File: src/source/renderPkg.sv
/* Widths, raster constants and colours shared by the renderer.
   Raster timing assumes an 800 x 525 scan with a 640 x 480 visible area. */
`default_nettype none

package renderPkg;

	typedef logic [11:0] worldCoord;
	typedef logic [9:0] screenCoord;
	typedef logic [12:0] tileIndex;
	typedef logic [9:0] texelAddr;
	typedef logic [12:0] spriteAddr;
	typedef logic [23:0] rgbColor;
	typedef logic [7:0] channel;

	typedef enum logic [1:0] {North, South, East, West} facing;
	typedef enum logic [1:0] {Void, Grass, Water, Sand} terrainKind;
	typedef enum logic {FetchOne, FetchTwo} viewPhase;

	// Raster
	localparam int LineLength = 800;
	localparam int FrameLines = 525;
	localparam int LeadX = 2;
	localparam int LeadY = 1;
	localparam int HalfViewX = 320;
	localparam int HalfViewY = 240;
	localparam int BlankStart = 640;
	localparam int BlankEnd = 799;

	// Map border in world pixels, one tile of margin on each side
	localparam int MapLow = 32;
	localparam int MapHighX = 3168;
	localparam int MapHighY = 2368;
	localparam int TileSize = 32;
	localparam int MapColumns = 100;

	localparam int SpriteSize = 75;
	localparam int SpriteLowX = 283;
	localparam int SpriteLowY = 203;
	localparam int SpriteCut = 16;

	localparam rgbColor TransparentKey = 24'hff00d2;
	localparam rgbColor GrassColor = 24'h20a040;
	localparam rgbColor WaterColor = 24'h2040c0;
	localparam rgbColor SandColor = 24'hc0b060;
	localparam rgbColor NorthColor = 24'hf0f0f0;
	localparam rgbColor SouthColor = 24'hf04020;
	localparam rgbColor EastColor = 24'h20f040;
	localparam rgbColor WestColor = 24'h4020f0;

endpackage

`default_nettype wire

File: src/source/pixelLead.sv
/* Beam lookahead that compensates the fetch pipeline.
   Expects drawX below 800 and drawY below 525. */
`timescale 1ns/1ps
`default_nettype none

module pixelLead (
	input wire logic Clk,
	input wire logic arstN,
	input renderPkg::screenCoord drawX,
	input renderPkg::screenCoord drawY,
	output renderPkg::screenCoord leadX,
	output renderPkg::screenCoord leadY,
	output logic visible
);

	logic [10:0] sumX;
	logic [10:0] sumY;

	assign sumX = 11'(drawX) + 11'(renderPkg::LeadX);
	assign sumY = 11'(drawY) + 11'(renderPkg::LeadY);

	// Wrap to the start of the line or frame
	assign leadX = (sumX >= renderPkg::LineLength) ?
		renderPkg::screenCoord'(sumX - renderPkg::LineLength) : renderPkg::screenCoord'(sumX);
	assign leadY = (sumY >= renderPkg::FrameLines) ?
		renderPkg::screenCoord'(sumY - renderPkg::FrameLines) : renderPkg::screenCoord'(sumY);

	always_ff @(posedge Clk or negedge arstN)
	begin
		if (!arstN)
			visible <= 1'b0;
		else
			visible <= !(drawX > renderPkg::BlankStart && drawX < renderPkg::BlankEnd);
	end

	// A single subtraction only wraps correctly for a beam inside the frame
	drawInFrame: assert property (@(posedge Clk) disable iff (!arstN)
		drawX < renderPkg::LineLength && drawY < renderPkg::FrameLines);

endmodule

`default_nettype wire

File: config.mk
export PLATFORM = sky130hd
export DESIGN_NAME = pixelLead
export DESIGN_NICKNAME = d
export VERILOG_FILES = /design/src/source/renderPkg.sv /design/src/source/pixelLead.sv
export SDC_FILE = /design/constraint.sdc
export NUM_CORES = 1
export LEC_CHECK = 0
export BUFFER_PORTS_ARGS = -buffer_cell sky130_fd_sc_hd__clkbuf_2
export CAP_MARGIN = 20
export CORE_UTILIZATION = 40
export DETAILED_ROUTE_END_ITERATION = 12
export PLACE_DENSITY = 0.68
export SYNTH_ARGS = -nofsm -noshare
export SYNTH_HDL_FRONTEND = slang
export SYNTH_SLANG_ARGS = --single-unit
File: constraint.sdc
create_clock -name Clk -period 2.25 [get_ports Clk]
set_input_delay 0.1125 -clock Clk [delete_from_list [all_inputs] [get_ports Clk]]
set_output_delay 0.1125 -clock Clk [all_outputs]
set_load 0.02 [all_outputs]
# ---- Yosys cells after proc, flatten, opt, wreduce, memory -nomap -nowiden
# Cells that the tools add are included.
dict set report word_totals {
  reg_bits 1
  latch_bits 0
  ramBits 0
  rom_bits 0
  input_bits 22
  out_inout_bits 21
  n_memories 0
}
dict set report classes {
  n_addsub 4
  mul 0
  n_div 0
  order_cmp 4
  n_eq_ne 0
  shift 0
  mux 2
  bitwise 0
  reduce_logical 2
}
# cell count
set ops {}
lappend ops {{$ge A11 B10 Y1 const B} 2}
lappend ops {{$mux W10} 2}
lappend ops {{$sub A10 B10 Y10 const B} 2}
lappend ops {{$add A10 B1 Y11 const B} 1}
lappend ops {{$add A10 B2 Y11 const B} 1}
lappend ops {{$gt A10 B10 Y1 const B} 1}
lappend ops {{$lt A10 B10 Y1 const B} 1}
lappend ops {{$logic_and A1 B1 Y1} 1}
lappend ops {{$logic_not A1 Y1} 1}

# ---- Depth between registers and ports, before layout
dict set report logic_depth {
  word_depth 3
  ltp_mapped 9
  depth_no_buf 9
}

# ---- Worst setup path after synthesis
# OpenSTA, ideal clock, no wires.
dict set report synth_path {
  kind {input -> output}
  startpoint {in drawY[0]}
  endpoint {out leadY[3]}
  arrival_time_ps 2170
  required_time_ps 2138
  slack_ps -32
  cell_stages 8
  cell_sequence {ha_1 > and4_1 > a22oi_1 > o22ai_1 > and4_4 > o31ai_4 > mux2_1 > o211ai_1}
}
dict set report synth_between {
  elab_chain_len 3
  elab_cells_between_ends 4
}
# item line_no
set synth_lines {}
lappend synth_lines {{start, declared} pixelLead.sv:10} ;# input renderPkg::screenCoord drawY,
lappend synth_lines {{$add A10 B1 Y11 *} pixelLead.sv:20} ;# assign sumY = 11'(drawY) + 11'(renderPkg::LeadY);
lappend synth_lines {{$sub A10 B10 Y10 / $ge A11 B10 Y1 (equally long branches)} {pixelLead.sv:26, pixelLead.sv:25}}
lappend synth_lines {{$mux W10 *} pixelLead.sv:25} ;# assign leadY = (sumY >= renderPkg::FrameLines) ?
lappend synth_lines {{end, declared} pixelLead.sv:12} ;# output renderPkg::screenCoord leadY,
# Every way passes the cells marked *; elsewhere a longest branch is shown, timed or not.

# ---- Worst setup path after layout
dict set report layout_path {
  startpoint {in drawY[1]}
  endpoint {out leadY[5]}
}
# Same word-level chain as after synthesis.

==> results.json <==
{
  "outcome": "finished, final reports clean",
  "maxSlewViolCount": 0,
  "finalNetCount": 246,
  "total_leakage_power_nw": 0.7220,
  "synth_compound_area_share_pct": 29.65,
  "ys_ff_latch": 1,
  "synthCells": 156,
  "max_freq_ghz": 0.4558,
  "io_pins": 43,
  "critical_path.max_fanout": 7,
  "vias": 1437,
  "synth_top_family_by_area": "simple AND/OR/NAND/NOR gates",
  "setup_viol_count_final": 0,
  "wl_per_cell_um": 14.29,
  "routed_wl_um": 3529,
  "synth_fa_ha_area_share_pct": 5.882,
  "synth_top_cell_by_area": "xnor2_1",
  "cp_top_family": "buffers and inverters",
  "ys_top_cells_by_area": "xnor2_1, nand3_1, ha_1, a21oi_1, o21ai_0",
  "syn-cell-area_sq_um": 1064,
  "globalplace.congestion": 0.9599,
  "clk_pin_slew_ns": 0,
  "syn_to_final_growth_pct": 57.41,
  "irDropWorstVdd_uv": 145.4,
  "required_ns": 2.14,
  "max_slew.worst_pin.slew_ns": 0.5901,
  "drive_gt1_share_pct": 47.47,
  "finalHoldViolCount": 0,
  "cpMostUsedCell": "buf_4",
  "cp-start-kind": "input pin",
  "cp.arrival_ns": 2.08,
  "die_h_um": 53.57,
  "syn-num-nets": 183,
  "min_path_type": "in2reg",
  "grt_overflow": 0,
  "port_buffers": 42,
  "dieArea_sq_um": 2869,
  "die_w_um": 53.57,
  "end_kind": "output pin",
  "synthMuxAreaShare_pct": 2.000,
  "worst-path-buf-inv": 5,
  "path_cells": "buf_4 > inv_2 > ha_4 > buf_4 > a21oi_2 > o31a_1 > nand3_2 > o31ai_4 > buf_6 > a21oi_1 > xnor2_1 > clkbuf_2",
  "avgViaCountPerCell": 5.818,
  "drc": 0,
  "grt_pass1_vias": 1316,
  "fillerInstances": 197,
  "ys_seq_area_share_pct": 2.353,
  "period_needed_ns": 2.194,
  "multiInputGateArea_sq_um": 1130,
  "slowest_stage": "o31ai_4",
  "drtIter0Drc": 36,
  "drt.antenna.violating_nets": 0,
  "dp.final_hpwl_um": 2737,
  "design.core.area_sq_um": 2500,
  "fp-row-count": 18,
  "synth_cell_types": 50,
  "synth_edf_count": 0,
  "grt_max_degree": 13,
  "synth-simple-area-share_pct": 34.71,
  "pwr_density_cell_nw_per_um2": 222.1,
  "reg_top3": "visible (1)",
  "synthFlopType": "dfrtp_1",
  "drt_pass1_iterations": 4,
  "slew-limit-headroom_pct": 60.52,
  "largest_reg_flops": 1,
  "synth-xor-area-share_pct": 18.00,
  "cpPeakStageDelay_ns": 0.27,
  "period_share_pct": 97.51,
  "startpoint": "drawY[1]",
  "antenna_found_initial": 0,
  "initial_utilization_pct": 42.54,
  "regMostFlops": "visible",
  "track_usage_pct": 24.84,
  "cap_violations": 0,
  "min_from": "drawX[9]",
  "n_antenna_cell": 0,
  "worstSetupPathType": "in2out",
  "synth-async-reset-ratio_pct": 100.0,
  "grt_pass1_wl_um": 5451,
  "rsz0062_at_grt": "true",
  "synth_top_area_share_pct": 14.00,
  "ys_warn_count": 0,
  "regArea_sq_um": 25.02,
  "utilization_pct": 66.97,
  "p_total_mw": 0.3719,
  "avgSynthCellArea_sq_um": 6.817
}
-- stage by stage --
step / area [sq um] / setup slack (ns) / std cells / hold slack [ns] / setup TNS (ns)
after CTS: 1535 / -0.008463 / 247 / 0.3794 / -0.008924
after global routing: 1674 / -0.03004 / 247 / 0.3978 / -0.04023
after global placement: 1479 / -0.08411 / 245 / -0.1133 / -0.2231
final: 1674 / 0.05604 / 247 / 0.3837 / 0
after floorplan: 1081 / 0.02779 / 156 / -0.1831 / 0
after detailed placement: 1479 / -0.1740 / 245 / -0.1094 / -0.8429
-- synth_stat cells (all sizes together), types with 2 or more instances --
master / instances
and3: 5
clkbuf: 2
a221oi: 2
or3: 2
a31oi: 3
xnor2: 18
o21a: 2
and2: 2
xor2: 3
nand2: 11
a211oi: 2
o21ai: 9
inv: 9
a21oi: 9
ha: 5
a22oi: 5
nand3: 15
and4: 3
buf: 7
nand3b: 2
nor3: 5
nand2b: 2
a21boi: 2
or4: 2
o22ai: 2
nor2: 9
-- final timing paths --
check	to	slack, ns	cells past startpoint
setup / recovery	leadY[5]	0.06	12
hold / removal	visible$_DFF_PN0_	0.38	2
max in group asynchronous	visible$_DFF_PN0_	1.72	2
min in group asynchronous	visible$_DFF_PN0_	0.44	2
-- layer usage --
layer  vias up  share of wire (%)  track usage [%]
met2        57                 53            46.46
met1       676                 40            30.49
met5         -                  0                0
met4         0               0.65            4.386
li1        702                  -                -
met3         2                5.7            2.542
-- cell usage in the layout, fill, tap and decap left out, types with 3 or more instances in the layout --
| cell | instances |
|---|---|
| nor3_1 | 3 |
| nand3_1 | 12 |
| nand3_2 | 3 |
| a21oi_1 | 7 |
| nor2_1 | 9 |
| nand2_1 | 10 |
| clkbuf_2 | 35 |
| xnor2_1 | 14 |
| o21ai_0 | 8 |
| xor2_1 | 3 |
| ha_1 | 3 |
| xnor2_2 | 4 |
| a22oi_2 | 3 |
| and3_1 | 4 |
| buf_4 | 32 |
| inv_1 | 7 |
-- layout make-up --
type / instances / area share (%)
inverter: 9 / 2.018
multi-input combinational: 137 / 67.49
sequential: 1 / 1.495
tap: 30 / 2.242
timing repair buffer: 70 / 26.76
-- report_power, final --
part	switching, mW	internal (mW)	total [mW]
clock network	0	0	0
logic	0.199	0.153	0.352
registers	0.000278	0.0192	0.0195
-- what timing repair did --
item,CTS,global route
pin swaps,0,20
endpoints found under the setup margin,8,10
gates resized for setup,10,37
endpoints found under the hold margin,1,0
hold buffers,1,0
buffers inserted,1,0
-- kinds of logic (layout without fill, tap and decap cells) --
family / after synthesis / after routing
AO/OA/AOI/OAI: 45 / 45
flip-flops: 1 / 1
adder cells (fa/ha/maj): 5 / 5
XOR/XNOR: 21 / 21
buffers and inverters: 18 / 79
AND/OR/NAND/NOR: 64 / 64
multiplexers: 2 / 2
Note: power is estimated with default switching activity, not from simulation.
