## config.mk

```make
export PLATFORM = sky130hd
export DESIGN_NAME = viewportMapper_flat
export DESIGN_NICKNAME = d
export VERILOG_FILES = /design/src/source/renderPkg.sv /design/src/source/fetchIf.sv /design/src/source/viewportMapper.sv /design/src/flat_wrapper.sv
export SDC_FILE = /design/constraint.sdc
export NUM_CORES = 1
export LEC_CHECK = 0
export BUFFER_PORTS_ARGS = -buffer_cell sky130_fd_sc_hd__buf_2
export CORE_MARGIN = 4
export CORE_UTILIZATION = 25
export DETAILED_ROUTE_END_ITERATION = 12
export PLACE_DENSITY_LB_ADDON = 0.2
export SKIP_LAST_GASP = 1
export SYNTH_ARGS = -nofsm -noshare
export SYNTH_HDL_FRONTEND = slang
export SYNTH_SLANG_ARGS = --single-unit
```

## constraint.sdc

```tcl
create_clock -name vclk -period 7.55
set_input_delay 1.51 -clock vclk [all_inputs]
set_output_delay 1.51 -clock vclk [all_outputs]
set_load 0.05 [all_outputs]
```

## src/source/renderPkg.sv

```systemverilog
/* Widths, raster constants and colours shared by the renderer.
   Raster timing assumes an 800 x 525 scan with a 640 x 480 visible area. */
`default_nettype none

package renderPkg;

	typedef logic [11:0] worldCoord;
	typedef logic [9:0] screenCoord;
	typedef logic [12:0] tileIndex;
	typedef logic [9:0] texelAddr;
	typedef logic [12:0] spriteAddr;
	typedef logic [23:0] rgbColor;
	typedef logic [7:0] channel;

	typedef enum logic [1:0] {North, South, East, West} facing;
	typedef enum logic [1:0] {Void, Grass, Water, Sand} terrainKind;
	typedef enum logic {FetchOne, FetchTwo} viewPhase;

	// Raster
	localparam int LineLength = 800;
	localparam int FrameLines = 525;
	localparam int LeadX = 2;
	localparam int LeadY = 1;
	localparam int HalfViewX = 320;
	localparam int HalfViewY = 240;
	localparam int BlankStart = 640;
	localparam int BlankEnd = 799;

	// Map border in world pixels, one tile of margin on each side
	localparam int MapLow = 32;
	localparam int MapHighX = 3168;
	localparam int MapHighY = 2368;
	localparam int TileSize = 32;
	localparam int MapColumns = 100;

	localparam int SpriteSize = 75;
	localparam int SpriteLowX = 283;
	localparam int SpriteLowY = 203;
	localparam int SpriteCut = 16;

	localparam rgbColor TransparentKey = 24'hff00d2;
	localparam rgbColor GrassColor = 24'h20a040;
	localparam rgbColor WaterColor = 24'h2040c0;
	localparam rgbColor SandColor = 24'hc0b060;
	localparam rgbColor NorthColor = 24'hf0f0f0;
	localparam rgbColor SouthColor = 24'hf04020;
	localparam rgbColor EastColor = 24'h20f040;
	localparam rgbColor WestColor = 24'h4020f0;

endpackage

`default_nettype wire

```

## src/source/fetchIf.sv

```systemverilog
/* One view's memory request, driven combinationally by its mapper.
   Plain levels, no handshake. */
`timescale 1ns/1ps
`default_nettype none

interface fetchIf;

	renderPkg::tileIndex tileIdx;
	renderPkg::texelAddr texel;
	renderPkg::spriteAddr spriteIdx;
	renderPkg::facing dir;
	logic inMap;
	logic inPlayer;

	modport mapper (
		output tileIdx, texel, spriteIdx, dir, inMap, inPlayer
	);

	modport sequencer (
		input tileIdx, texel, spriteIdx, dir, inMap, inPlayer
	);

endinterface

`default_nettype wire

```

## src/source/viewportMapper.sv

```systemverilog
/* Maps the lead beam position into one player's world view.
   World arithmetic wraps at 4096, so positions left of the view fall outside the map. */
`timescale 1ns/1ps
`default_nettype none

module viewportMapper (
	input renderPkg::worldCoord playerX,
	input renderPkg::worldCoord playerY,
	input renderPkg::facing dir,
	input renderPkg::screenCoord leadX,
	input renderPkg::screenCoord leadY,
	fetchIf.mapper req
);

	renderPkg::worldCoord worldX;
	renderPkg::worldCoord worldY;
	logic inSpriteX;
	logic inSpriteY;
	logic inSprite;

	// View is centred on the player
	assign worldX = playerX - renderPkg::worldCoord'(renderPkg::HalfViewX)
		+ renderPkg::worldCoord'(leadX);
	assign worldY = playerY - renderPkg::worldCoord'(renderPkg::HalfViewY)
		+ renderPkg::worldCoord'(leadY);

	assign req.inMap = worldX >= renderPkg::MapLow && worldX < renderPkg::MapHighX
		&& worldY >= renderPkg::MapLow && worldY < renderPkg::MapHighY;

	assign req.tileIdx = renderPkg::tileIndex'((worldY / renderPkg::TileSize)
		* renderPkg::MapColumns + worldX / renderPkg::TileSize);
	assign req.texel = renderPkg::texelAddr'((worldY % renderPkg::TileSize)
		* renderPkg::TileSize + worldX % renderPkg::TileSize);

	// Sprite sits at a fixed screen position, open interval on both axes
	assign inSpriteX = leadX > renderPkg::SpriteLowX
		&& leadX < renderPkg::SpriteLowX + renderPkg::SpriteSize - 1;
	assign inSpriteY = leadY > renderPkg::SpriteLowY
		&& leadY < renderPkg::SpriteLowY + renderPkg::SpriteSize - 1;
	assign inSprite = inSpriteX && inSpriteY;

	assign req.inPlayer = inSprite;
	assign req.spriteIdx = inSprite ? renderPkg::spriteAddr'((leadY - renderPkg::SpriteLowY)
		* renderPkg::SpriteSize + (leadX - renderPkg::SpriteLowX)) : '0;
	assign req.dir = dir;

endmodule

`default_nettype wire

```

## src/flat_wrapper.sv

```systemverilog
// flat-port wrapper written by rule: the top's interface ports become plain ports
module viewportMapper_flat 
  (playerX, playerY, dir, leadX, leadY, req_tileIdx, req_texel, req_spriteIdx, req_dir, req_inMap, req_inPlayer);
  fetchIf req_i ();
  input renderPkg::worldCoord playerX;
  input renderPkg::worldCoord playerY;
  input renderPkg::facing dir;
  input renderPkg::screenCoord leadX;
  input renderPkg::screenCoord leadY;
  output wire logic [$bits(req_i.tileIdx)-1:0] req_tileIdx;
  output wire logic [$bits(req_i.texel)-1:0] req_texel;
  output wire logic [$bits(req_i.spriteIdx)-1:0] req_spriteIdx;
  output wire logic [$bits(req_i.dir)-1:0] req_dir;
  output wire logic [$bits(req_i.inMap)-1:0] req_inMap;
  output wire logic [$bits(req_i.inPlayer)-1:0] req_inPlayer;
  assign req_tileIdx = req_i.tileIdx;
  assign req_texel = req_i.texel;
  assign req_spriteIdx = req_i.spriteIdx;
  assign req_dir = req_i.dir;
  assign req_inMap = req_i.inMap;
  assign req_inPlayer = req_i.inPlayer;
  viewportMapper u_core (.playerX(playerX), .playerY(playerY), .dir(dir), .leadX(leadX), .leadY(leadY), .req(req_i));
endmodule
```

After elaboration in Yosys (flattened, before gate mapping)
Cells that the tools add are included.
- output and inout port bits: 40
- logic and storage cells: 26
- register bits after elaboration: 0
- input bits: 46
- $mul: 2
- reduce and logical (&&, ||, !) cells: 6
- mux-type cells: 1
- add/sub/neg operators: 9
- magnitude comparators: 8
- operators with widths (kind ; count):
    32-bit by 7-bit multiplier with 13-bit output, second input constant ; 1
    12-bit by 10-bit adder with 12-bit output ; 2
    12-bit by 6-bit greater-or-equal comparator with 1-bit output, second input constant ; 2
    12-bit less-than comparator, second input constant ; 2
    10-bit by 9-bit less-than comparator with 1-bit output, second input constant ; 2
    13-bit adder ; 1
    13-bit by 7-bit adder with 13-bit output ; 1
    13-bit 2-to-1 mux ; 1
    12-bit by 8-bit subtractor with 12-bit output, second input constant ; 1
    12-bit by 9-bit subtractor with 12-bit output, second input constant ; 1
    7-bit by 5-bit multiplier with 11-bit output, second input constant ; 1
    10-bit by 8-bit subtractor with 11-bit output, second input constant ; 1
    10-bit by 9-bit subtractor with 11-bit output, second input constant ; 1
    10-bit by 5-bit adder with 10-bit output ; 1
    10-bit by 8-bit > comparator with 1-bit output, second input constant ; 1
    10-bit by 9-bit > comparator with 1-bit output, second input constant ; 1
    1-bit logical AND ; 6

Depth between registers and ports, before layout
Gate-level depths: netlist of run 1.
- depth after elaboration: 6
- depth in mapped cells: 22
- depth with buffers taken out: 22

Worst setup path before layout of run 1
OpenSTA, ideal clock, no wires.
- path type: input -> output
- from: input port playerY[2]
- to: output port req_tileIdx[11]
- arrival: 6613 ps
- path buffers: 0
- stages on the path: 20
- slack: -573 ps
- data required time: 6040 ps
- cell sequence: ha_1 -> ha_1 -> a211o_1 -> a211o_1 -> a211oi_1 -> nor2_1 -> xnor2_1 -> inv_1 -> ha_1 -> ha_1 -> ha_1 -> xor2_1 -> ha_1 -> a21oi_1 -> o21bai_1 -> xnor2_1 -> nor2_1 -> o21a_1 -> a41o_1 -> xnor2_1
- longest elaborated chain between the ends: 4
- RTL lines (what ; line ; RTL):
    start, declared ; flat_wrapper.sv:6 ; input renderPkg::worldCoord playerY;
    12-bit by 8-bit subtractor with 12-bit output ; viewportMapper.sv:24 ; assign worldY = playerY - renderPkg::worldCoord'(renderPkg::HalfViewY)
    12-bit by 10-bit adder with 12-bit output ; viewportMapper.sv:25 ; + renderPkg::worldCoord'(leadY);
    7-bit by 5-bit multiplier with 11-bit output ; viewportMapper.sv:31 ; * renderPkg::MapColumns + worldX / renderPkg::TileSize);
    13-bit by 7-bit adder with 13-bit output ; viewportMapper.sv:31 ;
    end, declared ; flat_wrapper.sv:10 ; output wire logic [$bits(req_i.tileIdx)-1:0] req_tileIdx;
No other way between the ends.

Worst setup path after layout of run 1
- from: input port playerY[1]
- to: output port req_tileIdx[12]
Same word-level chain as after synthesis.

==> results of run 1 <==
timing repair:
action / in CTS / in global routing
gates resized for setup: 4 / 42
hold endpoints to repair: 0 / 0
setup endpoints to repair: 2 / 8
pin swaps: 2 / 19
hold buffers: 0 / 0
buffers inserted: 1 / 2
critical path: stages:
cell	delay [ps]
buf_2	120
ha_1	290
ha_2	200
inv_1	70
fa_2	200
nor2b_2	50
o31a_1	340
o31a_1	340
buf_4	150
nor2_2	160
ha_4	230
ha_4	210
ha_4	290
xor2_4	170
ha_4	250
a21oi_4	180
o21bai_4	100
a21o_1	200
a21oi_2	160
xnor2_2	150
xnor2_2	150
xnor2_2	140
buf_6	180
per-layer routing:
| metal | GRT usage [%] | vias up | part of all wire (%) |
|---|---|---|---|
| met1 | 15.4 | 1848 | 47 |
| met5 | 0 | - | 0 |
| met2 | 21.6 | 55 | 50 |
| met4 | 1.04 | 0 | 0.86 |
| li1 | - | 2082 | - |
| met3 | 0.587 | 6 | 2.1 |
cells in the final DEF (no fill, tap or decap), drive strengths merged, types with 7 or more instances in the layout:
cell   Yosys  layout
o21ai     17      17
inv      114     114
or3        7       7
a21o      15      15
xor2      15      15
nor2      27      27
buf        2     136
fa        27      27
ha       109     109
nor3      13      13
xnor2     45      45
o21a       9       9
nor4       9       9
and2      13      13
a21oi     31      31
nand2     13      13
logic make-up after synthesis:
kind of cell,Yosys count,share of synthesized area (%)
mux,1,0.237
xor+xnor,60,12.4
fa+ha+maj,136,45.0
buf+inv,118,10.7
compound gates,114,18.5
simple gates,102,13.2
cells in the mapped netlist (4+ instances only):
cell type  number
o21a_1          9
o21ai_0        17
inv_1         114
nor4_1          7
a21o_1         15
a31oi_1         4
or3_1           7
xnor2_1        45
xor2_1         15
a21oi_1        31
a211oi_1        4
fa_1           27
nand3_1         6
and2_1         13
nand2_1        13
ha_1          109
a211o_1         4
nor2_1         26
nor3_1         13
o21bai_1        4
final cells by class:
type / count / share of cell area, %
timing repair buffer: 137 / 14.8
inverter: 115 / 7.63
multi-input combinational: 413 / 72.7
tap: 220 / 4.85
worst max path at each step:
stage / startpoint / to / slack, ps / cells after the start
global placement: playerY[2] / req_tileIdx[12] / -50 / 22
CTS: leadY[1] / req_tileIdx[11] / 20 / 23
detailed placement: playerY[2] / req_tileIdx[12] / -80 / 22
global route: playerY[3] / req_tileIdx[12] / -50 / 22
floorplan: playerY[2] / req_tileIdx[12] / 5 / 20
finish: playerY[1] / req_tileIdx[12] / 210 / 23
stage by stage:
step,TNS [ps],instance area (um2),cells,utilization [%],hold slack [ps]
floorplan,0,4320,531,-,3190
global placement,-73.6,5380,882,32.4,3020
detailed placement,-123,5380,882,32.4,3020
CTS,0,5400,883,32.6,3020
global route,-47.9,5670,885,34.2,3020
finish,0,5670,885,34.2,3020
==> flow_summary_export.csv, run 1 <==
group,metric,value,unit
sta,drv_slew,0,
detailed_routing,final_antenna_net_count,0,
die,pin_count,86,
layout,multi_input_area,4120,um2
global_route,grt_pass1_vias,4091,
sta,hold_viol_final,0,
layout,nets,849,
synth,seq_area_frac_synth,0,%
placement,globalplace.congestion,0.823,
synth,yosysWarnings,0,
detailed_routing,viasPerCell,4.51,
sta,fin_crit_sh,97.3,%
synth,synth_area_leaders,"ha_1 32%, fa_1 13%, inv_1 10%, xnor2_1 9.3%, a21oi_1 3.7%",
placement,dp_slack,-75.5,ps
layout,num_antenna_cells,0,
die,start_util,25.5,%
global_route,overflow,0,
layout,regArea,0,um2
sta,relSlewSlack,32.1,%
min_path,hp-class,"in2out",
layout,n_clock_buffer,0,
layout,drive_above_1_share,28.6,%
sta,final-setup-viol-count,0,
die,die-area,19100,um2
synth,yosysUniqueCellTypes,55,
placement,portBuffers,82,
detailed_routing,firstDrtPassIters,4,
flow_run,drv_cap,0,
synth,synth_area,4230,um2
detailed_routing,drc_errors,0,
critical_path,crit_path_end_kind,"primary output",
synth,yosysTopAreaCell,"ha_1",
sta,worst-slew-pin-transition,1010,ps
detailed_routing,routedWlPerCell,13.1,um
layout,fillers,1763,
min_path,hold_start,"dir[0]",
sta,setup_ws,207,ps
min_path,hold_depth,0,
detailed_routing,vias,3991,
outcome,run_status,"finished, final reports clean",
layout,seq_cells,0,
global_route,antenna_found_initial,0,
critical_path,path_max_fanout,4,
critical_path,required,6040,ps
placement,hpwl,10.6,mm
synth,syn_area_per_cell,7.96,um2
min_path,min_to,"req_dir[0]",
detailed_routing,drtIter0Drc,68,
synth,syn_nets,713,
synth,yosysTopAreaCellShare,32.2,%
global_route,grt_pass1_wl,19.3,mm
global_route,grtUsageTotal,11.6,%
die,core_area,16600,um2
synth,synth_cells,531,
die,rows,47,
die,fp.dieH,138,um
critical_path,critical_path_class,"in2out",
die,die_w,138,um
sta,fin_crit,7340,ps
layout,area_delta_synth_final,34.1,%
global_route,grt_max_degree,12,
critical_path,worstSetupStartpointType,"input pin",
sta,max_clock_freq,136,MHz
critical_path,critPathArrivalTime,5830,ps
detailed_routing,wirelength,11.6,mm
Power of run 1 is left out: the tool's default activity adds up to more than one toggle a clock period on the data nets, which glitch-free logic cannot reach.
==> run 2: changes to the inputs <==
clock period = 8.5 ns   (was 7.55 ns; I/O delays follow)
==> flow_summary_export.csv, run 2 (synthesis gave the netlist of run 1 again) <==
group,metric,value,unit
detailed_routing,vias,3778,
detailed_routing,drc_errors,0,
min_path,hp-class,"in2out",
placement,hpwl,10.2,mm
global_route,grt_max_degree,12,
critical_path,worstSetupStartpointType,"input pin",
critical_path,cp-startpoint,"leadY[2]",
clock_tree,ctsHoldBuffers,0,
die,start_util,25.5,%
global_route,grtUsageTotal,11.4,%
detailed_routing,routedWlPerCell,13.4,um
sta,fin_crit,8170,ps
global_route,antenna_found_initial,1,
die,die-area,19100,um2
clock_tree,post_cts_buffers,0,
sta,worst-slew-pin-transition,889,ps
flow_run,drv_cap,0,
detailed_routing,wirelength,11.2,mm
layout,layout_commonest_cell,"inv_1",
layout,layout_common_cells,"114 x inv_1, 109 x ha_1, 80 x buf_2",
outcome,run_status,"finished, final reports clean",
layout,regArea,0,um2
detailed_routing,drtIter0Drc,119,
die,rows,47,
sta,drv_slew,0,
global_route,grt_pass1_wl,18.9,mm
global_route,grt_pass1_vias,3980,
detailed_routing,final_antenna_net_count,0,
layout,nets,801,
sta,fin_crit_sh,96.2,%
sta,final-setup-viol-count,0,
layout,n_clock_buffer,0,
sta,max_clock_freq,122,MHz
critical_path,critPathArrivalTime,6470,ps
layout,final_core_util,30.0,%
layout,area_delta_synth_final,17.8,%
die,pin_count,86,
detailed_routing,viasPerCell,4.51,
critical_path,critical_path_class,"in2out",
critical_path,required,6800,ps
sta,rsz0062_at_grt,"yes",
layout,seq_cells,0,
die,die_w,138,um
layout,drive_above_1_share,16.9,%
die,fp.dieH,138,um
detailed_routing,firstDrtPassIters,4,
critical_path,crit_path_end_kind,"primary output",
critical_path,endpoint,"req_tileIdx[11]",
placement,globalplace.congestion,0.856,
sta,hold_viol_final,0,
placement,portBuffers,82,
critical_path,path_max_fanout,6,
global_route,overflow,0,
die,core_area,16600,um2
sta,relSlewSlack,40.3,%
## run 2: cell types whose count changed in the layout (fill, tap and decap cells not counted), moves of 4 or more
| cell | delta |
|---|---|
| xnor2_1 | +7 |
| ha_1 | +12 |
| buf_4 | -48 |
| xnor2_2 | -6 |
| a21oi_1 | +6 |
| ha_4 | -11 |
| a21oi_2 | -4 |
## run 2: cell type report
| cell class | instances | area [um2] |
|---|---|---|
| fill | 1824 | 11600 |
| multi-input combinational | 413 | 3800 |
| timing repair buffer | 89 | 468 |
| inverter | 115 | 433 |
| tap | 220 | 275 |
| antenna | 1 | 2.50 |
## run 2: worst min path at each step
| stage | startpoint | depth (start not counted) | to | slack (ps) |
|---|---|---|---|---|
| 3_3_place_gp | dir[0] | 0 | req_dir[0] | 3400 |
| 2_1_floorplan | dir[0] | 1 | req_dir[0] | 3570 |
| 3_5_place_dp | dir[0] | 0 | req_dir[0] | 3400 |
| 4_1_cts | dir[0] | 0 | req_dir[0] | 3400 |
| 6_report | dir[0] | 0 | req_dir[0] | 3400 |
| 5_1_grt | dir[0] | 0 | req_dir[0] | 3400 |
## run 2: layer usage
| layer | up-vias | wire length, um | share of wire (%) | track usage, % |
|---|---|---|---|---|
| li1 | 1993 | - | - | - |
| met1 | 1725 | 5780 | 51 | 16.3 |
| met2 | 56 | 5090 | 45 | 19.6 |
| met3 | 4 | 253 | 2.3 | 0.794 |
| met4 | 0 | 104 | 0.93 | 1.04 |
| met5 | - | 0 | 0 | 0 |
## run 2: repair_timing
item,4_1_cts,5_1_grt
gates resized for setup,0,7
endpoints found under the setup margin,0,2
endpoints found under the hold margin,0,0
## run 2: critical path, stage by stage
cell and delay (ps):
buf_2 140, ha_1 290, ha_1 310, a211o_1 330, a211o_1 290, a211oi_2 260
nor2_1 100, xnor2_1 190, inv_1 120, ha_1 300, ha_1 290, ha_1 320
xor2_1 170, ha_1 390, a21oi_2 190, xnor2_1 180, nand2_1 140, nor2_1 150
o21a_1 140, a41o_1 130, xnor2_2 110, clkbuf_4 240
## run 2: through the flow
| step | cell area (um2) | setup TNS (ps) | setup WS [ps] | cells | hold WS, ps |
|---|---|---|---|---|---|
| after floorplan | 4240 | 0 | 59.6 | 531 | 3570 |
| after global placement | 4960 | 0 | 221 | 837 | 3400 |
| after detailed placement | 4960 | 0 | 173 | 837 | 3400 |
| after CTS | 4960 | 0 | 132 | 837 | 3400 |
| after global routing | 4980 | -16.9 | -16.9 | 838 | 3400 |
| final | 4980 | 0 | 326 | 838 | 3400 |
Power of run 2 is left out for the same reason.
