==> config.mk <==
export PLATFORM = sky130hd
export DESIGN_NAME = pixelComposer_flat
export DESIGN_NICKNAME = d
export VERILOG_FILES = /design/src/source/renderPkg.sv /design/src/source/pixelIf.sv /design/src/source/pixelComposer.sv /design/src/flat_wrapper.sv
export SDC_FILE = /design/constraint.sdc
export NUM_CORES = 1
export LEC_CHECK = 0
export BUFFER_PORTS_ARGS = -buffer_cell sky130_fd_sc_hd__buf_2
export CAP_MARGIN = 30
export CELL_PAD_IN_SITES_DETAIL_PLACEMENT = 1
export CELL_PAD_IN_SITES_GLOBAL_PLACEMENT = 1
export CORE_MARGIN = 2
export CORE_UTILIZATION = 35
export DETAILED_ROUTE_END_ITERATION = 12
export PLACE_DENSITY = 0.82
export SLEW_MARGIN = 5
export SYNTH_ARGS = -nofsm -noshare
export SYNTH_HDL_FRONTEND = slang
export SYNTH_SLANG_ARGS = --single-unit
export TNS_END_PERCENT = 20
==> constraint.sdc <==
create_clock -name Clk -period 2.9 [get_ports Clk]
set_input_delay 0.58 -clock Clk [delete_from_list [all_inputs] [get_ports Clk]]
set_output_delay 0.58 -clock Clk [all_outputs]
set_load 0.05 [all_outputs]
==> src/source/renderPkg.sv <==
/* Widths, raster constants and colours shared by the renderer.
   Raster timing assumes an 800 x 525 scan with a 640 x 480 visible area. */
`default_nettype none

package renderPkg;

	typedef logic [11:0] worldCoord;
	typedef logic [9:0] screenCoord;
	typedef logic [12:0] tileIndex;
	typedef logic [9:0] texelAddr;
	typedef logic [12:0] spriteAddr;
	typedef logic [23:0] rgbColor;
	typedef logic [7:0] channel;

	typedef enum logic [1:0] {North, South, East, West} facing;
	typedef enum logic [1:0] {Void, Grass, Water, Sand} terrainKind;
	typedef enum logic {FetchOne, FetchTwo} viewPhase;

	// Raster
	localparam int LineLength = 800;
	localparam int FrameLines = 525;
	localparam int LeadX = 2;
	localparam int LeadY = 1;
	localparam int HalfViewX = 320;
	localparam int HalfViewY = 240;
	localparam int BlankStart = 640;
	localparam int BlankEnd = 799;

	// Map border in world pixels, one tile of margin on each side
	localparam int MapLow = 32;
	localparam int MapHighX = 3168;
	localparam int MapHighY = 2368;
	localparam int TileSize = 32;
	localparam int MapColumns = 100;

	localparam int SpriteSize = 75;
	localparam int SpriteLowX = 283;
	localparam int SpriteLowY = 203;
	localparam int SpriteCut = 16;

	localparam rgbColor TransparentKey = 24'hff00d2;
	localparam rgbColor GrassColor = 24'h20a040;
	localparam rgbColor WaterColor = 24'h2040c0;
	localparam rgbColor SandColor = 24'hc0b060;
	localparam rgbColor NorthColor = 24'hf0f0f0;
	localparam rgbColor SouthColor = 24'hf04020;
	localparam rgbColor EastColor = 24'h20f040;
	localparam rgbColor WestColor = 24'h4020f0;

endpackage

`default_nettype wire

==> src/source/pixelIf.sv <==
/* Fetched colours and flags for one view.
   Data is only valid while capture is high. */
`timescale 1ns/1ps
`default_nettype none

interface pixelIf;

	renderPkg::rgbColor terrainColor;
	renderPkg::rgbColor spriteColor;
	logic inMap;
	logic inPlayer;
	logic capture;

	modport sequencer (
		output terrainColor, spriteColor, inMap, inPlayer, capture
	);

	modport composer (
		input terrainColor, spriteColor, inMap, inPlayer, capture
	);

endinterface

`default_nettype wire

==> src/source/pixelComposer.sv <==
/* Holds one view's pixel between captures and layers the sprite over the map.
   Output colour keeps 5 bits per channel. */
`timescale 1ns/1ps
`default_nettype none

module pixelComposer #(
	parameter bit BlankGate = 1'b0
) (
	input wire logic Clk,
	input wire logic arstN,
	pixelIf.composer pix,
	input wire logic visible,
	output renderPkg::channel red,
	output renderPkg::channel green,
	output renderPkg::channel blue
);

	renderPkg::rgbColor mapQ;
	renderPkg::rgbColor spriteQ;
	renderPkg::rgbColor shown;
	logic blank;

	always_ff @(posedge Clk or negedge arstN)
	begin
		if (!arstN)
		begin
			mapQ <= '0;
			spriteQ <= renderPkg::TransparentKey;
		end
		else if (pix.capture)
		begin
			mapQ <= pix.inMap ? pix.terrainColor : '0;
			spriteQ <= pix.inPlayer ? pix.spriteColor : renderPkg::TransparentKey;
		end
	end

	// Key colour lets the map show through
	assign shown = (spriteQ == renderPkg::TransparentKey) ? mapQ : spriteQ;
	assign blank = BlankGate && !visible;

	assign red = blank ? '0 : {shown[23:19], 3'b000};
	assign green = blank ? '0 : {shown[15:11], 3'b000};
	assign blue = blank ? '0 : {shown[7:3], 3'b000};

endmodule

`default_nettype wire

==> src/flat_wrapper.sv <==
// flat-port wrapper written by rule: the top's interface ports become plain ports
module pixelComposer_flat 
#(
	parameter bit BlankGate = 1'b0
)
  (Clk, arstN, visible, red, green, blue, pix_terrainColor, pix_spriteColor, pix_inMap, pix_inPlayer, pix_capture);
  pixelIf pix_i ();
  input wire logic Clk;
  input wire logic arstN;
  input wire logic visible;
  output renderPkg::channel red;
  output renderPkg::channel green;
  output renderPkg::channel blue;
  input wire logic [$bits(pix_i.terrainColor)-1:0] pix_terrainColor;
  input wire logic [$bits(pix_i.spriteColor)-1:0] pix_spriteColor;
  input wire logic [$bits(pix_i.inMap)-1:0] pix_inMap;
  input wire logic [$bits(pix_i.inPlayer)-1:0] pix_inPlayer;
  input wire logic [$bits(pix_i.capture)-1:0] pix_capture;
  assign pix_i.terrainColor = pix_terrainColor;
  assign pix_i.spriteColor = pix_spriteColor;
  assign pix_i.inMap = pix_inMap;
  assign pix_i.inPlayer = pix_inPlayer;
  assign pix_i.capture = pix_capture;
  pixelComposer #(.BlankGate(BlankGate)) u_core (.Clk(Clk), .arstN(arstN), .pix(pix_i), .visible(visible), .red(red), .green(green), .blue(blue));
endmodule
**Yosys cells after proc, flatten, opt, wreduce, memory -nomap -nowiden**

Cells that the tools add are included.

- Input port bits: 54
- Output and inout bits: 24
- Word-level logic and storage cells: 6
- Register bits after elaboration: 48

- Multiplexer cells: 3
- Eq/ne operators: 1

Operators by type and width:

| kind | count |
|---|---|
| $mux 24 | 3 |
| $eq 24x24->1 const B | 1 |

**Depth between registers and ports, before layout**

Gate-level depths: netlist of run 1.

- Word-level depth: 2
- Depth in mapped cells: 5
- Gate-level depth less buffers: 4

**Worst setup path before layout of run 1**

Ideal clock, no wire load.

- Path type: flip-flop to output port
- From: register u_core.spriteQ[20]
- To: output port red[4]
- Data required time: 2.320 ns
- Buffers on the path: 1
- Path slack: 0.474 ns
- Cell stages (with the launch flop): 6
- Arrival time: 1.846 ns
- Path through: dfstp_2 > and4b_1 > nand4_2 > nor4_4 > buf_6 > mux2_4

- Cells in the longest elaborated chain, start to end: 2

Ends and longest elaborated chain:

| what | RTL line | source |
|---|---|---|
| from (decl) | pixelComposer.sv:19 | `renderPkg::rgbColor spriteQ;` |
| from (signal assigned) | pixelComposer.sv:28 | `spriteQ <= renderPkg::TransparentKey;` |
| from (signal assigned) | pixelComposer.sv:33 | `spriteQ <= pix.inPlayer ? pix.spriteColor : renderPkg::TransparentKey;` |
| $eq 24x24->1 | pixelComposer.sv:38 | `assign shown = (spriteQ == renderPkg::TransparentKey) ? mapQ : spriteQ;` |
| $mux 24 * | pixelComposer.sv:38 |  |
| to (decl) | flat_wrapper.sv:11 | `output renderPkg::channel red;` |

Every way passes the cells marked *; elsewhere a longest branch is shown, timed or not.

**Worst setup path after layout of run 1**

- From: register u_core.spriteQ[19]
- To: output port red[7]

- Cells in the longest elaborated chain, start to end: 2

Ends and longest elaborated chain:

| what | RTL line |
|---|---|
| $eq 24x24->1 | pixelComposer.sv:38 |
| $mux 24 | pixelComposer.sv:38 |

No other way between the ends.

==> results of run 1 <==
[final timing paths]
| kind | from | endpoint | slack [ps] | depth (start not counted) |
|---|---|---|---|---|
| worst max-delay path | u_core.spriteQ[19] | red[7] | 70 | 6 |
| worst min-delay path | arstN | u_core.mapQ[5] | 410 | 1 |
| worst max register to register | u_core.spriteQ[22] | u_core.spriteQ[22] | 2030 | 2 |
| worst min register to register | u_core.spriteQ[17] | u_core.spriteQ[17] | 510 | 2 |
| max in group asynchronous | arstN | u_core.spriteQ[5] | 1940 | 1 |
| min in group Clk | pix_spriteColor[19] | u_core.spriteQ[19] | 500 | 3 |
[synthesized netlist by cell type, drive strengths merged]
cell | n | area share
o21ai | 27 | 0.071
buf | 10 | 0.042
and4b | 1 | 0.0053
nand2 | 1 | 0.0020
nand4 | 4 | 0.017
conb | 1 | 0.0020
nor2 | 13 | 0.026
dfstp | 12 | 0.17
nor4b | 1 | 0.0046
o22a | 1 | 0.0046
nand3 | 27 | 0.071
clkbuf | 12 | 0.024
dfrtp | 27 | 0.36
inv | 38 | 0.075
a31oi | 11 | 0.036
mux2 | 8 | 0.053
a21o | 7 | 0.032
nor4 | 1 | 0.011
[power breakdown]
part / leakage [nW] / switching, mW / internal, mW / total [mW]
Combinational: 0.625 / 0.174 / 0.0821 / 0.257
Sequential: 0.478 / 0.0301 / 0.597 / 0.627
Clock: 0.0515 / 0.182 / 0.217 / 0.399
Total: 1.15 / 0.386 / 0.897 / 1.28
[cells in the final DEF (no fill, tap or decap), types with 2 or more instances in the layout]
master,n
dfrtp_1,27
mux2_4,3
conb_1,9
nor2_1,13
inv_1,38
dfstp_2,12
nand3_1,27
buf_2,56
a21o_2,7
clkbuf_8,7
buf_12,2
a31oi_1,11
nand4_1,3
o21ai_0,27
mux2_2,5
[cell type report]
cell class / instances / share of cell area
multi-input cells: 111 / 0.289
well taps: 70 / 0.0375
flip-flops and latches: 39 / 0.424
clock buffers: 8 / 0.0429
repair buffers: 60 / 0.145
inverters: 38 / 0.0611
[critical path, stage by stage, from the launching register on]
cell and delay [ps]:
dfstp_2 560, and4b_1 210, nand4_2 110, nor4_4 340, buf_12 190, mux2_2 340, buf_2 210
[kinds of logic (layout without fill, tap and decap cells)]
family / Yosys count / count (layout) / share of synthesized area
flops: 39 / 39 / 0.523
simple gates: 48 / 48 / 0.137
buf+inv: 60 / 106 / 0.141
compound gates: 46 / 46 / 0.145
mux: 8 / 8 / 0.0535
other cells: 1 / 9 / 0.00198
[sequential cells by signal, summed over array words and instances, names as in the netlist]
register	cells
u_core.spriteQ	24
u_core.mapQ	15
[metal layers]
| layer | global-route usage | vias up | part of all wire |
|---|---|---|---|
| met3 | 0.0291 | 4 | 0.046 |
| met2 | 0.259 | 40 | 0.47 |
| met4 | 0.0482 | 0 | 0.0093 |
| met1 | 0.206 | 694 | 0.47 |
| li1 | - | 752 | - |
| met5 | 0 | - | 0 |
[per-stage QoR]
stage | setup TNS [ps] | power (mW)
2_1_floorplan | 0 | 0.816
3_3_place_gp | 0 | 0.886
3_5_place_dp | 0 | 0.894
4_1_cts | 0 | 1.29
5_1_grt | -94.4 | 1.34
6_report | 0 | 1.28
==> impl_metrics.tcl, run 1 <==
set metrics [dict create \
    status "finished, final reports clean" \
    p_leak_nw 1.15 \
    portBuffers 58 \
    syn_to_final_growth_pct 23.2 \
    routed_via_density 4.57 \
    cts-resized-gates 0 \
    dr.first_iter.drc_count 58 \
    numCtsBuffers 5 \
    cts_tree "done" \
    routed_wl_um 4500 \
    nets 309 \
    gp_congestion 0.724 \
    initial_core_util 0.366 \
    die_area_sq_mm 0.00602 \
    clock_skew_ps 0 \
    ys_warn_count 0 \
    crit_fanout 15 \
    p_per_area_mw_per_mm2 550 \
    layout.cells.non_filler 326 \
    cts_setup_buffers 0 \
    synth_seq_cells 39 \
    drc 0 \
    htreeDepth 2 \
    cp.arrival_ps 2250 \
    ys_seq_area_frac 0.523 \
    cts_root_buf "clkbuf_8" \
    multi_input_area_sq_um 674 \
    pre_cts_ws_ps 335 \
    worstPathRequired_ps 2320 \
    worstMarginPinSlew_ps 871 \
    design.portCount 78 \
    dpl.cell_count 318 \
    antenna-diode-count 0 \
    post-route-cell-area_sq_mm 0.00233 \
    fin_util 0.451 \
    syn_area_sq_mm 0.00190 \
    holdCritPathClass "in -> async" \
    rsz0062_at_grt "yes" \
    grt_pass1_wl_um 7330 \
    hold_ws_ps 410 \
    drive_gt1_frac 0.379 \
    drt_pre_antenna_iters 4 \
    max-slew-margin-rel 0.419 \
    critical_path_class "reg -> out" \
    finalMaxSlewViolations 0 \
    path_clk_slew_ps 80 \
    yosysUniqueCellTypes 21 \
    insertion_delay_ps 280 \
    cts_hold_buf 0 \
    grt_pass1_vias 1538 \
    syn_inst 202 \
    wl_per_cell_um 13.8 \
    cts.path.max_buffers 2 \
    coreArea_sq_mm 0.00517 \
    finalHoldViolCount 0 \
    fin_crit_sh 0.976 \
    setup_slack_ps 69.3 \
    start_kind "register" \
    die_x_um 77.6 \
    post-dp-hpwl_um 3190 \
    die_h_um 77.6 \
    rows 26 \
    detail-route-antenna-nets 0 \
    grt_max_degree 79 \
    post_dp_cell_area_sq_mm 0.00222 \
    setup_viol 0 \
    num_vias 1490 \
    post-route-min-period_ps 2830 \
    end_kind "output port" \
    grt_overflow_total 0 \
    synth.avg_cell_area_sq_um 9.38 \
    max-vdd-ir-drop_mv 0.230 \
    cts.sinks 39 \
    max_cap_viol_count 0 \
    max_freq_ghz 0.353 \
    grt.total_usage 0.156 \
    regArea_sq_um 991 \
    antenna_found_initial 0 \
    fill_cells 615 \
]
Power figures use the tool's default switching activity.
==> inputs of run 2 (changes only) <==
--- a/config.mk
+++ b/config.mk
@@ -13,6 +13,7 @@
 export CORE_UTILIZATION = 35
 export DETAILED_ROUTE_END_ITERATION = 12
 export PLACE_DENSITY = 0.82
+export RECOVER_POWER = 50
 export SLEW_MARGIN = 5
 export SYNTH_ARGS = -nofsm -noshare
 export SYNTH_HDL_FRONTEND = slang
==> run 2 against run 1 <==
The run now ends with capacitance limit, slew limit left. Highest routed layer unchanged. Worst setup slack worse by 1.0 ps. Power shrank 0.11%. Sequential cell count did not move. Core utilization down 0.31 points. Final cell count unchanged. Routed wire length down 0.38%. Largest cell class unchanged. Non-clock buffer count unchanged. Critical path depth stayed put. Clock skew is the same. Count of clock-buffer cells in the layout unchanged. Maximum frequency about the same.
==> impl_metrics.tcl, run 2 (synthesis results as in run 1) <==
set metrics [dict create \
    r2r-start "u_core.spriteQ[22]" \
    final_common_cell "buf_2" \
    cts.sinks 39 \
    top_register "u_core.spriteQ" \
    pre_cts_ws_ps 335 \
    r2r-end "u_core.spriteQ[22]" \
    cp.arrival_ps 2250 \
    initial_core_util 0.366 \
    fin_crit_sh 0.976 \
    coreArea_sq_mm 0.00517 \
    drc 0 \
    grt_pass1_vias 1538 \
    violations "capacitance limit, slew limit" \
    worstPathRequired_ps 2320 \
    cts_root_buf "clkbuf_8" \
    grt_pass1_wl_um 7330 \
    final_cell_mix "buf_2 (55), inv_1 (38), nand3_1 (27), o21ai_0 (27), dfrtp_1 (27)" \
    grt.total_usage 0.156 \
    routed_via_density 4.59 \
    detail-route-antenna-nets 0 \
    routed_wl_um 4480 \
    gp_congestion 0.724 \
    clock_skew_ps 0 \
    top_regs "u_core.spriteQ x24, u_core.mapQ x15" \
    nets 309 \
    grt_overflow_total 0 \
    die_h_um 77.6 \
    cts_hold_buf 0 \
    portBuffers 58 \
    drive_gt1_frac 0.375 \
    worstMarginPinSlew_ps 2050 \
    layout.cells.non_filler 326 \
    largest_reg_flops 24 \
    finalHoldViolCount 0 \
    hold_ws_ps 495 \
    post-dp-hpwl_um 3190 \
    cts_tree "done" \
    dpl.cell_count 318 \
    syn_to_final_growth_pct 22.3 \
    fin_util 0.448 \
    rows 26 \
    hold_start "pix_spriteColor[19]" \
    path_clk_slew_ps 80 \
    critical_path_class "reg -> out" \
    insertion_delay_ps 280 \
    max_cap_viol_count 1 \
    grt_max_degree 79 \
    crit_fanout 15 \
    max_freq_ghz 0.353 \
    setup_slack_ps 68.2 \
    p_leak_nw 1.15 \
    cts.path.max_buffers 2 \
    critPathLaunch "u_core.spriteQ[19]" \
    start_kind "register" \
    status "complete, but fails checks" \
    htreeDepth 2 \
    setup_viol 0 \
    p_per_area_mw_per_mm2 553 \
    finalMaxSlewViolations 40 \
    antenna_found_initial 0 \
    timing.reg2reg.setup_slack_ps 1970 \
    reg2reg_depth 2 \
    holdCritPathClass "in -> reg" \
    end_kind "output port" \
    rsz0062_at_grt "yes" \
    numCtsBuffers 5 \
    wl_per_cell_um 13.7 \
    num_vias 1496 \
    cts-resized-gates 0 \
    dr.first_iter.drc_count 60 \
    cts_setup_buffers 0 \
    post-route-min-period_ps 2830 \
    max-vdd-ir-drop_mv 0.230 \
    drt_pre_antenna_iters 4 \
    die_x_um 77.6 \
    antenna-diode-count 0 \
    die_area_sq_mm 0.00602 \
    max-slew-margin-rel -0.370 \
    design.portCount 78 \
    crit_path_end "red[7]" \
]
==> run 2: final cells by class <==
cell class,count,area (sq um)
fill,617,2850
inverter,38,143
timing repair buffer,60,323
sequential,39,991
tap,70,87.6
clock buffer,8,100
multi-input combinational,111,674
==> run 2: worst min-delay path by stage <==
stage / to / slack (ps) / cells past startpoint
2_1_floorplan: u_core.mapQ[11] / 280 / 0
3_3_place_gp: u_core.spriteQ[17] / 490 / 2
3_5_place_dp: u_core.spriteQ[17] / 490 / 2
4_1_cts: u_core.mapQ[15] / 440 / 1
5_1_grt: u_core.spriteQ[1] / 500 / 3
6_report: u_core.spriteQ[19] / 490 / 3
==> run 2: metrics by stage <==
stage | power (mW) | area (sq um) | setup TNS [ps]
6_report | 1.28 | 2320 | 0
5_1_grt | 1.34 | 2320 | -94.4
4_1_cts | 1.29 | 2320 | 0
3_5_place_dp | 0.894 | 2220 | 0
3_3_place_gp | 0.886 | 2220 | 0
2_1_floorplan | 0.816 | 1930 | 0
==> run 2: where the power goes <==
group / switching (mW) / total, mW / internal, mW
sequential: 0.0303 / 0.628 / 0.597
clock: 0.183 / 0.401 / 0.217
combinational: 0.174 / 0.253 / 0.0797
total: 0.387 / 1.28 / 0.894
==> run 2: metal layers <==
metal / vias up / GRT usage / share of wire
met2: 38 / 0.259 / 0.48
met4: 0 / 0.0482 / 0.0094
met5: - / 0 / 0
met3: 4 / 0.0291 / 0.045
li1: 752 / - / -
met1: 702 / 0.206 / 0.47
==> run 2: worst max-delay path, cell delays in order, from the launching register on <==
cell and delay [ps]:
dfstp_2 550, and4b_1 210, nand4_2 110, nor4_4 340, buf_12 190, mux2_2 340, buf_2 210
==> inputs of run 3 (changes only) <==
--- a/config.mk
+++ b/config.mk
@@ -9,10 +9,11 @@
 export CAP_MARGIN = 30
 export CELL_PAD_IN_SITES_DETAIL_PLACEMENT = 1
 export CELL_PAD_IN_SITES_GLOBAL_PLACEMENT = 1
+export CORE_ASPECT_RATIO = 1.4
 export CORE_MARGIN = 2
 export CORE_UTILIZATION = 35
 export DETAILED_ROUTE_END_ITERATION = 12
-export PLACE_DENSITY = 0.82
+export PLACE_DENSITY_LB_ADDON = 0.1
 export RECOVER_POWER = 50
 export SLEW_MARGIN = 5
 export SYNTH_ARGS = -nofsm -noshare
==> run 3 against run 2 <==
The run still ends with capacitance limit, slew limit left. Count of clock-buffer cells in the layout unchanged. Maximum frequency is 1.1% higher. Sequential share of layout area shrank 2.0 points. Power shrank 1.0%. Clock skew unchanged. Clock power shrank 11%. Non-clock buffer count rose by 4.
==> impl_metrics.tcl, run 3 (synthesis results as in run 1) <==
set metrics [dict create \
    initial_core_util 0.365 \
    rsz0062_at_grt "yes" \
    timing.reg2reg.setup_slack_ps 2020 \
    htreeDepth 2 \
    total_power_mw 1.27 \
    top_regs "u_core.spriteQ x24, u_core.mapQ x15" \
    fin_crit_sh 0.966 \
    portBuffers 58 \
    top_register "u_core.spriteQ" \
    drt_pre_antenna_iters 3 \
    cts.sinks 39 \
    worst_path_max_delay_cell "dfstp_2" \
    pre_cts_ws_ps 307 \
    antenna_found_initial 0 \
    setup_viol 0 \
    max-slew-margin-rel -0.336 \
    post-route-min-period_ps 2800 \
    post_dp_cell_area_sq_mm 0.00221 \
    grt_pass1_wl_um 7510 \
    p_per_area_mw_per_mm2 521 \
    max_freq_ghz 0.357 \
    final_common_cell "buf_2" \
    die_x_um 66.2 \
    cts_root_buf "clkbuf_8" \
    layout.cells.non_filler 326 \
    post-dp-hpwl_um 3280 \
    final_cell_mix "buf_2 (41), inv_1 (38), nand3_1 (27), o21ai_0 (27), dfrtp_1 (27)" \
    path_cells "nor4b_4, nand4_1, nor4_4, buf_4, mux2_4, buf_8" \
    insertion_delay_ps 290 \
    gp_congestion 0.686 \
    grt_overflow_total 0 \
    path_clk_slew_ps 70 \
    rows 31 \
    clock_skew_ps 0 \
    finalSetupTns_ps 0 \
    cts_tree "done" \
    crit_fanout 4 \
    worstPathRequired_ps 2320 \
    grt_max_degree 43 \
    routed_wl_um 4580 \
    setup_slack_ps 98.8 \
    wl_per_cell_um 14.0 \
    finalHoldViolCount 0 \
    antenna-diode-count 0 \
    max_cap_viol_count 1 \
    start_kind "register" \
    cp.arrival_ps 2220 \
    cts_hold_buf 0 \
    slowest_delay_ps 550 \
    violations "capacitance limit, slew limit" \
    detail-route-antenna-nets 0 \
    grt.total_usage 0.161 \
    nets 313 \
    numCtsBuffers 5 \
    die_h_um 91.1 \
    cts.path.max_buffers 2 \
    syn_to_final_growth_pct 28.4 \
    routed_via_density 4.70 \
    grt_pass1_vias 1589 \
    end_kind "output port" \
    p_leak_nw 1.22 \
    die_area_sq_mm 0.00603 \
    holdCritPathClass "in -> reg" \
    critical_path_class "reg -> out" \
    num_vias 1533 \
    drc 0 \
    largest_reg_flops 24 \
    status "complete, but fails checks" \
    dr.first_iter.drc_count 62 \
    drive_gt1_frac 0.373 \
    design.portCount 78 \
    coreArea_sq_mm 0.00520 \
    post-route-cell-area_sq_mm 0.00243 \
    finalMaxSlewViolations 40 \
    dpl.cell_count 315 \
    worstMarginPinSlew_ps 2000 \
    max-vdd-ir-drop_mv 0.239 \
]
run 3: cell types whose count changed in the layout (fill, tap and decap cells not counted):
cell / previous run / this run
buf_2: 55 / 41
buf_4: 0 / 10
buf_6: 1 / 4
buf_8: 0 / 5
clkbuf_1: 2 / 5
clkbuf_2: 1 / 0
clkbuf_8: 7 / 5
mux2_2: 5 / 0
mux2_4: 3 / 8
nor4b_2: 1 / 0
nor4b_4: 0 / 1
run 3: area by class of cell:
class                      count  area, sq um
tap                           66         82.6
multi-input combinational    111          702
timing repair buffer          64          435
clock buffer                   8         80.1
fill                         645         2760
inverter                      38          143
sequential                    39          991
run 3: worst max-delay path, delay by kind of cell, from the launching register on:
kind                   cells  cell delay (ps)
buffers and inverters      2              350
flip-flops                 1              550
AND/OR/NAND/NOR            3              710
multiplexers               1              320
run 3: stage by stage:
stage	hold WS (ps)	util
2_1_floorplan	284	-
3_3_place_gp	498	0.425
3_5_place_dp	493	0.425
6_report	497	0.468
4_1_cts	428	0.441
5_1_grt	498	0.468
run 3: power by group:
part | switching, mW | internal (mW)
Clock | 0.184 | 0.171
Combinational | 0.179 | 0.106
Sequential | 0.0311 | 0.597
run 3: repair_timing:
action | 4_1_cts | 5_1_grt
setup buffers | 0 | 3
setup endpoints to repair | 1 | 8
pin swaps | 0 | 2
gates resized for setup | 1 | 49
run 3: final timing paths:
check | from | end | cells after the start
hold reg to reg | u_core.spriteQ[18] | u_core.spriteQ[18] | 2
min in group asynchronous | arstN | u_core.mapQ[11] | 1
hold / removal | pix_spriteColor[1] | u_core.spriteQ[1] | 3
setup / recovery | u_core.spriteQ[4] | blue[6] | 6
setup reg to reg | u_core.spriteQ[20] | u_core.spriteQ[20] | 2
max in group asynchronous | arstN | u_core.mapQ[19] | 1
run 3: per-layer routing:
layer | global-route usage | vias to the layer above | wire [um]
met5 | 0 | - | 0
li1 | - | 758 | -
met2 | 0.248 | 40 | 2220
met3 | 0.0384 | 4 | 212
met1 | 0.223 | 731 | 2100
met4 | 0.0476 | 0 | 46
